### src/verilog/rooth_pkg.sv
// rooth bus package
// widths, bus structs, memory map and depths shared by the bus fabric
// and its slaves
package rooth_pkg;

    // ----------------------------------------
    // widths and depths
    // ----------------------------------------
    localparam int BUS_AW      = 32;
    localparam int BUS_DW      = 32;
    localparam int REQ_CREDITS = 4;
    localparam int REQ_PTR_W   = $clog2(REQ_CREDITS);
    localparam int RAM_WORDS   = 256;
    localparam int RAM_AW      = $clog2(RAM_WORDS);
    localparam int GPIO_PINS   = 16;

    typedef logic [BUS_AW-1:0]    bus_addr_t;
    typedef logic [BUS_DW-1:0]    bus_data_t;
    typedef logic [REQ_PTR_W-1:0] req_ptr_t;
    typedef logic [REQ_PTR_W:0]   req_cnt_t;
    typedef logic [RAM_AW-1:0]    ram_idx_t;
    typedef logic [GPIO_PINS-1:0] gpio_vec_t;
    typedef logic [3:0]           region_t;
    typedef logic [3:0]           reg_off_t;

    // ----------------------------------------
    // memory map
    // ----------------------------------------
    // region is taken from addr[31:28]
    localparam region_t  REGION_RAM   = 4'h0;
    localparam region_t  REGION_TIMER = 4'h1;
    localparam region_t  REGION_GPIO  = 4'h2;

    // register offsets from addr[3:0]
    localparam reg_off_t TIMER_CTRL   = 4'h0;
    localparam reg_off_t TIMER_VALUE  = 4'h4;
    localparam reg_off_t TIMER_CMP    = 4'h8;
    localparam reg_off_t GPIO_CTRL    = 4'h0;
    localparam reg_off_t GPIO_DATA    = 4'h4;

    // ----------------------------------------
    // bus types
    // ----------------------------------------
    typedef enum logic [1:0] {
        SEL_RAM   = 2'd0,
        SEL_TIMER = 2'd1,
        SEL_GPIO  = 2'd2,
        SEL_NONE  = 2'd3
    } slave_sel_e;

    // encoding 2'b11 is left out and behaves as off
    typedef enum logic [1:0] {
        GPIO_OFF = 2'b00,
        GPIO_OUT = 2'b01,
        GPIO_IN  = 2'b10
    } gpio_mode_e;

    typedef struct packed {
        logic      we;
        bus_addr_t addr;
        bus_data_t wdata;
    } bus_req_t;

    typedef struct packed {
        logic      err;
        bus_data_t rdata;
    } bus_rsp_t;

    typedef struct packed {
        logic       valid;
        slave_sel_e sel;
        bus_req_t   req;
    } dec_stage_t;

endpackage

### src/verilog/bus_resp_stage.sv
// response stage
// lines the request tag up with the slave read data and registers
// the response to the master
module bus_resp_stage (
    input  logic                  clk,
    input  logic                  arst_n_i,
    input  rooth_pkg::dec_stage_t dec_i,
    input  rooth_pkg::bus_data_t  ram_rdata_i,
    input  rooth_pkg::bus_data_t  tmr_rdata_i,
    input  rooth_pkg::bus_data_t  gpio_rdata_i,
    output logic                  rsp_valid_o,
    output rooth_pkg::bus_rsp_t   rsp_o
);

    rooth_pkg::slave_sel_e sel_q;
    rooth_pkg::bus_rsp_t   rsp_d;
    logic                  valid_q;
    logic                  we_q;

    // tag copy, same edge as the slave access
    always_ff @(posedge clk or negedge arst_n_i) begin
        if (!arst_n_i) begin
            valid_q <= 1'b0;
        end else begin
            valid_q <= dec_i.valid;
        end
    end

    always_ff @(posedge clk) begin
        sel_q <= dec_i.sel;
        we_q  <= dec_i.req.we;
    end

    // read data mux, writes and unmapped return zero
    always_comb begin
        rsp_d.err = (sel_q == rooth_pkg::SEL_NONE);
        case (sel_q)
            rooth_pkg::SEL_RAM:   rsp_d.rdata = ram_rdata_i;
            rooth_pkg::SEL_TIMER: rsp_d.rdata = tmr_rdata_i;
            rooth_pkg::SEL_GPIO:  rsp_d.rdata = gpio_rdata_i;
            default:              rsp_d.rdata = '0;
        endcase
        if (we_q) begin
            rsp_d.rdata = '0;
        end
    end

    always_ff @(posedge clk or negedge arst_n_i) begin
        if (!arst_n_i) begin
            rsp_valid_o <= 1'b0;
        end else begin
            rsp_valid_o <= valid_q;
        end
    end

    always_ff @(posedge clk) begin
        rsp_o <= rsp_d;
    end

endmodule

### config.mk
export PLATFORM = sky130hd
export DESIGN_NAME = bus_resp_stage
export DESIGN_NICKNAME = d
export VERILOG_FILES = /design/src/verilog/rooth_pkg.sv /design/src/verilog/bus_resp_stage.sv
export SDC_FILE = /design/constraint.sdc
export NUM_CORES = 1
export LEC_CHECK = 0
export CAP_MARGIN = 10
export CORE_UTILIZATION = 35
export CTS_CLUSTER_SIZE = 20
export DETAILED_ROUTE_END_ITERATION = 10
export DONT_BUFFER_PORTS = 1
export GPL_TIMING_DRIVEN = 1
export HOLD_SLACK_MARGIN = 0.05
export PLACE_DENSITY = 0.51
export SLEW_MARGIN = 0
export SYNTH_ARGS = -nofsm -noshare
export SYNTH_HDL_FRONTEND = slang
export SYNTH_SLANG_ARGS = --single-unit
### constraint.sdc
create_clock -name clk -period 1.25 [get_ports clk]
set_input_delay 0.125 -clock clk [delete_from_list [all_inputs] [get_ports clk]]
set_output_delay 0.125 -clock clk [all_outputs]
set_load 0.03 [all_outputs]
==> impl_metrics.py, run 1 <==
metrics = {
    "run_status": {
        "status": "completed",
    },
    "clock_network": {
        "cts_max_path_buffers": 2,
        "numCtsBuffers": 5,
        "worst_skew_pair.late_latency_ns": 0.28,
        "clkSlewWorstSetupHoldPaths_ns": 0.07,
        "ctsHtreeMaxLevel": 2,
        "cts_sinks": 38,
        "post_cts_buffers": 0,
        "root_buffer": "clkbuf_8",
        "cts_tree": "built",
        "ctsResizeCount": 0,
    },
    "cells_and_area": {
        "finalNetCount": 385,
        "diodes": 0,
        "mostFrequentLayoutCells": "56 x a211oi_2, 37 x dlygate4sd3_1, 33 x dfxtp_1",
        "areaGrowthSynthToFinish_pct": 25.29,
        "final_common_cell": "a211oi_2",
        "drive_gt1_share_pct": 32.73,
    },
    "grt": {
        "grt_remaining_overflow": 0,
        "grt_use_total_pct": 14.31,
        "grt_pass1_wl_mm": 6.913,
        "grt_pass1_vias": 1479,
        "grt_max_degree": 57,
        "antenna_found_initial": 0,
    },
    "floorplanning": {
        "die_w_um": 78.97,
        "dieArea_um2": 6235,
        "die_h_um": 78.97,
        "core_um2": 5608,
        "ios": 200,
        "start_util_pct": 36.97,
        "num_rows": 27,
    },
    "yosys": {
        "synth_cell_type_count": 13,
        "netlist_instances": 187,
        "synth_area_leader_cell": "dfxtp_1",
        "synth_top_area_share_pct": 34.76,
        "ys_ff_latch": 38,
        "synth_area_leaders": "dfxtp_1 35%, a211oi_2 34%, nand2b_1 9.7%",
        "syn-num-nets": 353,
        "syn_area_per_cell_um2": 11.09,
        "synth_warnings": 0,
        "synth_area_um2": 2073,
        "synth.yosys.seq_area_share_pct": 37.18,
    },
    "worst_setup_path": {
        "cp.arrival_ns": 1.35,
        "rr_worst_depth": 4,
        "crit_fanout": 41,
        "critPathCaptureType": "flop",
        "crit-reg2reg-launch": "sel_q[1]",
        "critPathKind": "flop to flop",
        "required_ns": 1.41,
        "startpoint": "sel_q[1]",
        "setup.worst_path.end": "rsp_o[25]",
        "rrSetupSlack_ns": 0.06,
        "cp-start-kind": "flop",
        "r2r-end": "rsp_o[25]",
    },
    "route": {
        "vias": 1506,
        "post-route-drc-count": 0,
        "firstDrtPassIters": 2,
        "wl_per_cell_um": 15.92,
        "wl_mm": 4.649,
        "drt_iter0_drc": 24,
        "via_per_inst": 5.158,
        "ant_nets": 0,
    },
    "power": {
        "power.density_nw_per_um2": 1065,
        "ir_drop_mv": 0.5425,
        "leakage_nw": 0.8545,
    },
    "timing": {
        "hold_viol_final": 0,
        "finalSetupViolations": 0,
        "maxSlewViolCount": 0,
        "fin_ws_ns": 0.05988,
        "skew_ns": 0.005548,
        "setup_tns_ns": 0,
        "maxSlewHeadroom_pct": 76.83,
        "rsz0062_at_grt": "false",
        "holdWs_ns": 0.06809,
        "finalCritPeriodShare_pct": 95.21,
        "fin_crit_ns": 1.190,
        "fmax_ghz": 0.8403,
        "tightest_slew_ns": 0.3470,
    },
    "placed_design": {
        "io_buffers": 0,
        "dp_hpwl_mm": 3.223,
        "gp_congestion": 0.6801,
        "place_ws_ns": 0.08788,
    },
    "min_path": {
        "hold_path.class": "input port to asynchronous set/reset pin",
    },
    "run": {
        "drv_cap": 0,
    },
}
power breakdown:
group	total [mW]	switching [mW]	internal (mW)
logic	0.474	0.214	0.260
clock network	0.797	0.400	0.396
registers	1.50	0.202	1.29
total	2.77	0.816	1.95
registers in the layout, summed over array words and instances, names as in the netlist:
| register | cells |
|---|---|
| rsp_valid_o | 1 |
| rsp_o | 33 |
| sel_q | 2 |
| valid_q | 1 |
| we_q | 1 |
per-layer routing:
layer | share of wire, % | track usage (%)
met5 | 0 | 0
met2 | 49 | 24.31
met4 | 0.86 | 4.909
met1 | 40 | 15.86
met3 | 10 | 6.207
Yosys cell counts:
cell type,instances
buf_6,1
a211oi_2,56
and2_1,1
a211oi_1,8
dfrtp_1,2
buf_2,9
nor2b_1,32
buf_4,1
clkbuf_1,5
nand2b_1,32
dfxtp_1,36
buf_8,3
clkbuf_4,1
worst max-delay path, stage by stage, from the launching register on:
cell	delay, ns
dfxtp_4	0.38
buf_12	0.19
nor2b_1	0.07
a211oi_1	0.33
a211oi_2	0.08
kinds of logic (layout without fill, tap and decap cells):
family | count (synthesis) | after routing | share of synthesized area, %
AO/OA/AOI/OAI | 64 | 64 | 36.69
flip-flops | 38 | 38 | 37.18
buffers and inverters | 20 | 53 | 6.518
AND/OR/NAND/NOR | 65 | 65 | 19.61
how the worst min path moves through the flow:
stage                   to  depth (start not counted)  startpoint  slack [ns]
4_1_cts            valid_q                          1    arst_n_i        0.06
3_5_place_dp       valid_q                          0    arst_n_i       -0.17
5_1_grt            valid_q                          1    arst_n_i        0.06
6_report           valid_q                          1    arst_n_i        0.07
3_3_place_gp   rsp_valid_o                          0    arst_n_i       -0.17
2_1_floorplan  rsp_valid_o                          0    arst_n_i       -0.17
metrics by stage:
step	instance area (µm²)	power (mW)	utilization, %	instances
floorplan	2073	1.843	-	187
global placement	2147	1.889	38.29	247
detailed placement	2147	1.906	38.29	247
CTS	2597	2.828	46.32	292
global route	2597	2.915	46.32	292
finish	2597	2.766	46.32	292
timing repair:
item / in CTS / in global routing
hold endpoints to repair: 38 / 0
hold buffers: 37 / 0
endpoints found under the setup margin: 0 / 0
final cells by class:
class	instances	area (µm²)
multi-input combinational	129	1167
timing repair buffer	45	480.5
sequential	38	779.5
clock buffer	8	80.08
tap	72	90.09
fill	508	3010
Power figures use the tool's default switching activity.
==> run 2, diff against run 1 <==
--- a/config.mk
+++ b/config.mk
@@ -11,7 +11,7 @@
 export DETAILED_ROUTE_END_ITERATION = 10
 export DONT_BUFFER_PORTS = 1
 export GPL_TIMING_DRIVEN = 1
-export HOLD_SLACK_MARGIN = 0.05
+export HOLD_SLACK_MARGIN = 0.12
 export PLACE_DENSITY = 0.51
 export SLEW_MARGIN = 0
 export SYNTH_ARGS = -nofsm -noshare
==> run 2 against run 1 <==
  * Routed wire length increased by 5.1%
  * Flip-flop and latch count is the same
  * Critical endpoint is now rsp_o[1]
  * Global-route usage grew 0.93 points
  * Largest power group unchanged
==> impl_metrics.py, run 2 (synthesis gave the netlist of run 1 again) <==
metrics = {
    "cells_and_area": {
        "areaGrowthSynthToFinish_pct": 38.32,
        "drive_gt1_share_pct": 29.15,
        "fin_cells": 319,
        "regMostFlops": "rsp_o",
        "diodes": 0,
        "postLayoutCoreUtil_pct": 51.14,
        "stdcell_area_um2": 2868,
        "largestRegisters": "rsp_o: 33 flops, sel_q: 2 flops",
        "largest_reg_flops": 33,
        "final_common_cell": "dlygate4sd3_1",
        "fillCellCount": 478,
        "finalNetCount": 412,
        "mostFrequentLayoutCells": "64 x dlygate4sd3_1, 56 x a211oi_2, 33 x dfxtp_1",
    },
    "floorplanning": {
        "ios": 200,
        "core_um2": 5608,
        "dieArea_um2": 6235,
        "die_h_um": 78.97,
        "num_rows": 27,
        "start_util_pct": 36.97,
        "die_w_um": 78.97,
    },
    "route": {
        "wl_per_cell_um": 15.32,
        "wl_met3_um": 469,
        "vias": 1608,
        "drt-met1-wl_mm": 2.013,
        "wl_met2_mm": 2.364,
        "via_per_inst": 5.041,
        "post-route-drc-count": 0,
        "top_layer": "met4",
        "drt_iter0_drc": 13,
        "ant_nets": 0,
        "firstDrtPassIters": 3,
        "wl_mm": 4.888,
    },
    "min_path": {
        "worstHoldStart": "gpio_rdata_i[0]",
        "hold_path.class": "input port to flop",
        "hold_path_depth": 2,
        "holdPathEnd": "rsp_o[0]",
    },
    "worst_setup_path": {
        "critPathCaptureType": "flop",
        "rrSetupSlack_ns": 0.07,
        "critPathKind": "flop to flop",
        "cp.arrival_ns": 1.34,
        "required_ns": 1.41,
        "startpoint": "sel_q[1]",
        "crit_fanout": 56,
        "rr_worst_depth": 4,
        "r2r-end": "rsp_o[1]",
        "cp-start-kind": "flop",
        "crit-reg2reg-launch": "sel_q[1]",
    },
    "timing": {
        "fmax_ghz": 0.8489,
        "hold_viol_final": 0,
        "maxSlewViolCount": 0,
        "finalCritPeriodShare_pct": 94.24,
        "fin_crit_ns": 1.178,
        "fin_ws_ns": 0.07199,
        "skew_ns": 0.004742,
        "maxSlewHeadroom_pct": 77.01,
        "setup_tns_ns": 0,
        "finalSetupViolations": 0,
        "holdWs_ns": 0.1306,
        "tightest_slew_ns": 0.3444,
        "rsz0062_at_grt": "false",
    },
    "run_status": {
        "status": "completed",
    },
    "power": {
        "p_comb_share_pct": 19.4,
        "p_total_mw": 2.845,
        "p_switching_mw": 0.8388,
        "clock_power_share_pct": 28.0,
        "power.density_nw_per_um2": 992.1,
        "p_sw_share_pct": 29.48,
        "ir_drop_mv": 0.5452,
        "leakage_nw": 0.9672,
        "power_frac_seq_pct": 52.6,
        "p_int_mw": 2.006,
    },
    "placed_design": {
        "place_ws_ns": 0.08788,
        "dp_hpwl_mm": 3.223,
        "dp.cells": 247,
        "placed_area_um2": 2147,
        "io_buffers": 0,
        "gp_congestion": 0.6801,
    },
    "clock_network": {
        "cts_sinks": 38,
        "root_buffer": "clkbuf_8",
        "worst_skew_pair.late_latency_ns": 0.28,
        "ctsHtreeMaxLevel": 2,
        "numCtsBuffers": 5,
        "post_cts_buffers": 0,
        "clkSlewWorstSetupHoldPaths_ns": 0.07,
        "cts_tree": "built",
        "cts_max_path_buffers": 2,
    },
    "grt": {
        "grt_max_degree": 57,
        "antenna_found_initial": 0,
        "grt_use_total_pct": 15.24,
        "grt_remaining_overflow": 0,
        "grt_pass1_vias": 1652,
        "grt_pass1_wl_mm": 7.403,
    },
    "run": {
        "drv_cap": 0,
    },
}
run 2: cell count changes in the layout (fill, tap and decap cells not counted):
cell	before	now
dlygate4sd3_1	37	64
run 2: worst max-delay path, stage by stage (launching register included):
cell	delay [ns]
dfxtp_4	0.38
buf_12	0.23
nor2b_1	0.10
a211oi_2	0.24
a211oi_2	0.07
run 2: power groups by stage:
stage	Combinational (mW)	Clock (mW)	Sequential, mW
5_1_grt	0.598	0.894	1.50
2_1_floorplan	0.345	0	1.50
4_1_cts	0.553	0.853	1.50
3_3_place_gp	0.366	0	1.52
6_report	0.552	0.797	1.50
3_5_place_dp	0.383	0	1.52
run 2: repair_timing:
item	in CTS	in global routing
hold endpoints to repair	38	1
hold buffers	63	1
resized for setup	0	0
run 2: worst max path at each step:
stage	end	slack, ns	cells after the start
5_1_grt	rsp_o[1]	0.003	4
3_3_place_gp	rsp_o[10]	0.15	4
3_5_place_dp	rsp_o[30]	0.09	4
6_report	rsp_o[1]	0.07	4
4_1_cts	rsp_o[1]	0.08	4
2_1_floorplan	rsp_o[10]	0.20	4
run 2: per-layer routing:
| metal | global-route usage [%] | vias up |
|---|---|---|
| met5 | 0 | - |
| met4 | 4.909 | 0 |
| met3 | 6.207 | 4 |
| met2 | 26.81 | 90 |
| met1 | 16.51 | 725 |
| li1 | - | 789 |
run 2: cell type report:
cell class | count | area [µm²] | area share, %
multi-input combinational | 129 | 1167 | 40.71
tap | 72 | 90.09 | 3.141
timing repair buffer | 72 | 750.7 | 26.18
clock buffer | 8 | 80.08 | 2.792
sequential | 38 | 779.5 | 27.18
==> run 3, diff against run 2 <==
--- a/config.mk
+++ b/config.mk
@@ -6,7 +6,9 @@
 export NUM_CORES = 1
 export LEC_CHECK = 0
 export CAP_MARGIN = 10
+export CORE_MARGIN = 2
 export CORE_UTILIZATION = 35
+export CTS_BUF_LIST = sky130_fd_sc_hd__clkbuf_4 sky130_fd_sc_hd__clkbuf_8
 export CTS_CLUSTER_SIZE = 20
 export DETAILED_ROUTE_END_ITERATION = 10
 export DONT_BUFFER_PORTS = 1
==> run 3 against run 2 <==
  * Flip-flop and latch count is the same
  * Core utilization shrank 0.92 points
  * Maximum frequency grew 1.9%
  * Sequential share of layout area shrank 0.49 points
  * Critical path type unchanged
  * Largest cell class unchanged
  * Largest power group unchanged
==> impl_metrics.py, run 3 (synthesis gave the netlist of run 1 again) <==
metrics = {
    "grt": {
        "antenna_found_initial": 0,
        "grt_use_total_pct": 15.31,
        "grt_remaining_overflow": 0,
        "grt_max_degree": 50,
        "grt_pass1_vias": 1578,
        "grt_pass1_wl_mm": 7.534,
    },
    "clock_network": {
        "worst_skew_pair.late_latency_ns": 0.29,
        "numCtsBuffers": 5,
        "ctsHtreeMaxLevel": 2,
        "cts_sinks": 38,
        "root_buffer": "clkbuf_8",
        "cts_max_path_buffers": 2,
        "clkSlewWorstSetupHoldPaths_ns": 0.08,
        "cts_tree": "built",
    },
    "cells_and_area": {
        "mostFrequentLayoutCells": "64 x dlygate4sd3_1, 59 x a211oi_2, 33 x dfxtp_1",
        "areaGrowthSynthToFinish_pct": 40.86,
        "largestRegisters": "rsp_o: 33 flops, sel_q: 2 flops",
        "final_common_cell": "dlygate4sd3_1",
        "fillCellCount": 513,
        "regMostFlops": "rsp_o",
        "largest_reg_flops": 33,
        "drive_gt1_share_pct": 31.30,
        "seq_area_um2": 779.5,
        "finalNetCount": 411,
        "diodes": 0,
        "multi_input_area_um2": 1182,
    },
    "run_status": {
        "status": "completed",
    },
    "timing": {
        "setup_tns_ns": 0,
        "fin_crit_ns": 1.156,
        "finalSetupViolations": 0,
        "tightest_slew_ns": 0.3326,
        "finalCritPeriodShare_pct": 92.46,
        "hold_viol_final": 0,
        "holdWs_ns": 0.1256,
        "maxSlewHeadroom_pct": 77.80,
        "rsz0062_at_grt": "false",
        "fmax_ghz": 0.8652,
        "maxSlewViolCount": 0,
        "skew_ns": 0.008682,
    },
    "worst_setup_path": {
        "slowest_stage": "dfxtp_4",
        "critPathCaptureType": "flop",
        "crit-reg2reg-launch": "sel_q[1]",
        "cp.arrival_ns": 1.32,
        "path_common_cell": "a211oi_1",
        "cp-start-kind": "flop",
        "startpoint": "sel_q[1]",
        "path_cells": "buf_12 > nor2b_1 > a211oi_1 > a211oi_1",
        "crit_fanout": 48,
        "cp_slowest_stage_delay_ns": 0.39,
        "critPathKind": "flop to flop",
        "required_ns": 1.41,
    },
    "power": {
        "leakage_nw": 0.9838,
        "ir_drop_mv": 0.5181,
        "power.density_nw_per_um2": 1069,
    },
    "floorplanning": {
        "die_h_um": 80.97,
        "start_util_pct": 35.65,
        "dieArea_um2": 6555,
        "core_um2": 5816,
        "ios": 200,
        "num_rows": 28,
        "die_w_um": 80.97,
    },
    "route": {
        "wl_mm": 5.353,
        "ant_nets": 0,
        "via_per_inst": 5.078,
        "drt_iter0_drc": 25,
        "vias": 1630,
        "post-route-drc-count": 0,
        "firstDrtPassIters": 4,
        "wl_per_cell_um": 16.68,
    },
    "placed_design": {
        "gp_congestion": 0.6552,
        "dp_hpwl_mm": 3.362,
        "io_buffers": 0,
    },
    "min_path": {
        "worstHoldStart": "gpio_rdata_i[26]",
        "hold_path.class": "input port to flop",
    },
    "run": {
        "drv_cap": 0,
    },
}
run 3: cell types whose count changed in the layout (fill, tap and decap cells not counted):
cell and delta:
a211oi_1 -3, a211oi_2 +3, clkbuf_1 -3, buf_12 -1, buf_16 +1, buf_4 -1, bufinv_16 +1, clkbuf_4 +1
clkinvlp_4 +1
run 3: cell type report:
cell class / instances / share of cell area, %
well taps: 75 / 3.213
clock inverters: 2 / 1.285
flip-flops and latches: 38 / 26.69
clock buffers: 6 / 2.614
repair buffers: 71 / 25.71
multi-input cells: 129 / 40.49
run 3: worst paths after layout:
check                           cells after the start          end  slack (ns)
worst max register to register                      4    rsp_o[28]        0.09
min in group asynchronous                           2      valid_q        0.61
worst max-delay path                                4    rsp_o[28]        0.09
worst min-delay path                                2    rsp_o[26]        0.13
max in group asynchronous                           2  rsp_valid_o        0.51
worst min register to register                      0  rsp_valid_o        0.39
run 3: critical path, delay by kind of cell, from the launching register on:
kind / cells / cell delay (ns)
DFF: 1 / 0.39
AOI/OAI and AO/OA: 2 / 0.32
buffers and inverters: 1 / 0.22
and+or+nand+nor: 1 / 0.08
run 3: timing repair:
action                                  in CTS  in global routing
resized for setup                            0                  4
hold buffers                                64                  0
endpoints found under the setup margin       0                  3
setup buffers                                0                  0
hold endpoints to repair                    38                  0
run 3: routing by layer:
layer | vias up | GRT usage (%) | part of all wire (%)
li1 | 785 | - | -
met1 | 755 | 16.72 | 39
met2 | 85 | 26.28 | 50
met3 | 5 | 7.000 | 10
met4 | 0 | 5.085 | 0.71
met5 | - | 0 | 0
run 3: where the power goes:
part / switching (mW) / internal [mW]
Sequential: 0.201 / 1.29
Clock: 0.448 / 0.617
Combinational: 0.244 / 0.319
run 3: through the flow:
stage                     power, mW  instance area, µm²  setup slack [ns]  cells  utilization (%)
after floorplan               1.843                2073            0.1962    187                -
after global placement        1.888                2143            0.1114    249            36.85
after detailed placement      1.906                2143           0.04388    249            36.85
after CTS                     3.156                2898           0.03308    321            49.83
after global routing          3.270                2920           0.01236    321            50.22
final                         3.122                2920           0.09420    321            50.22
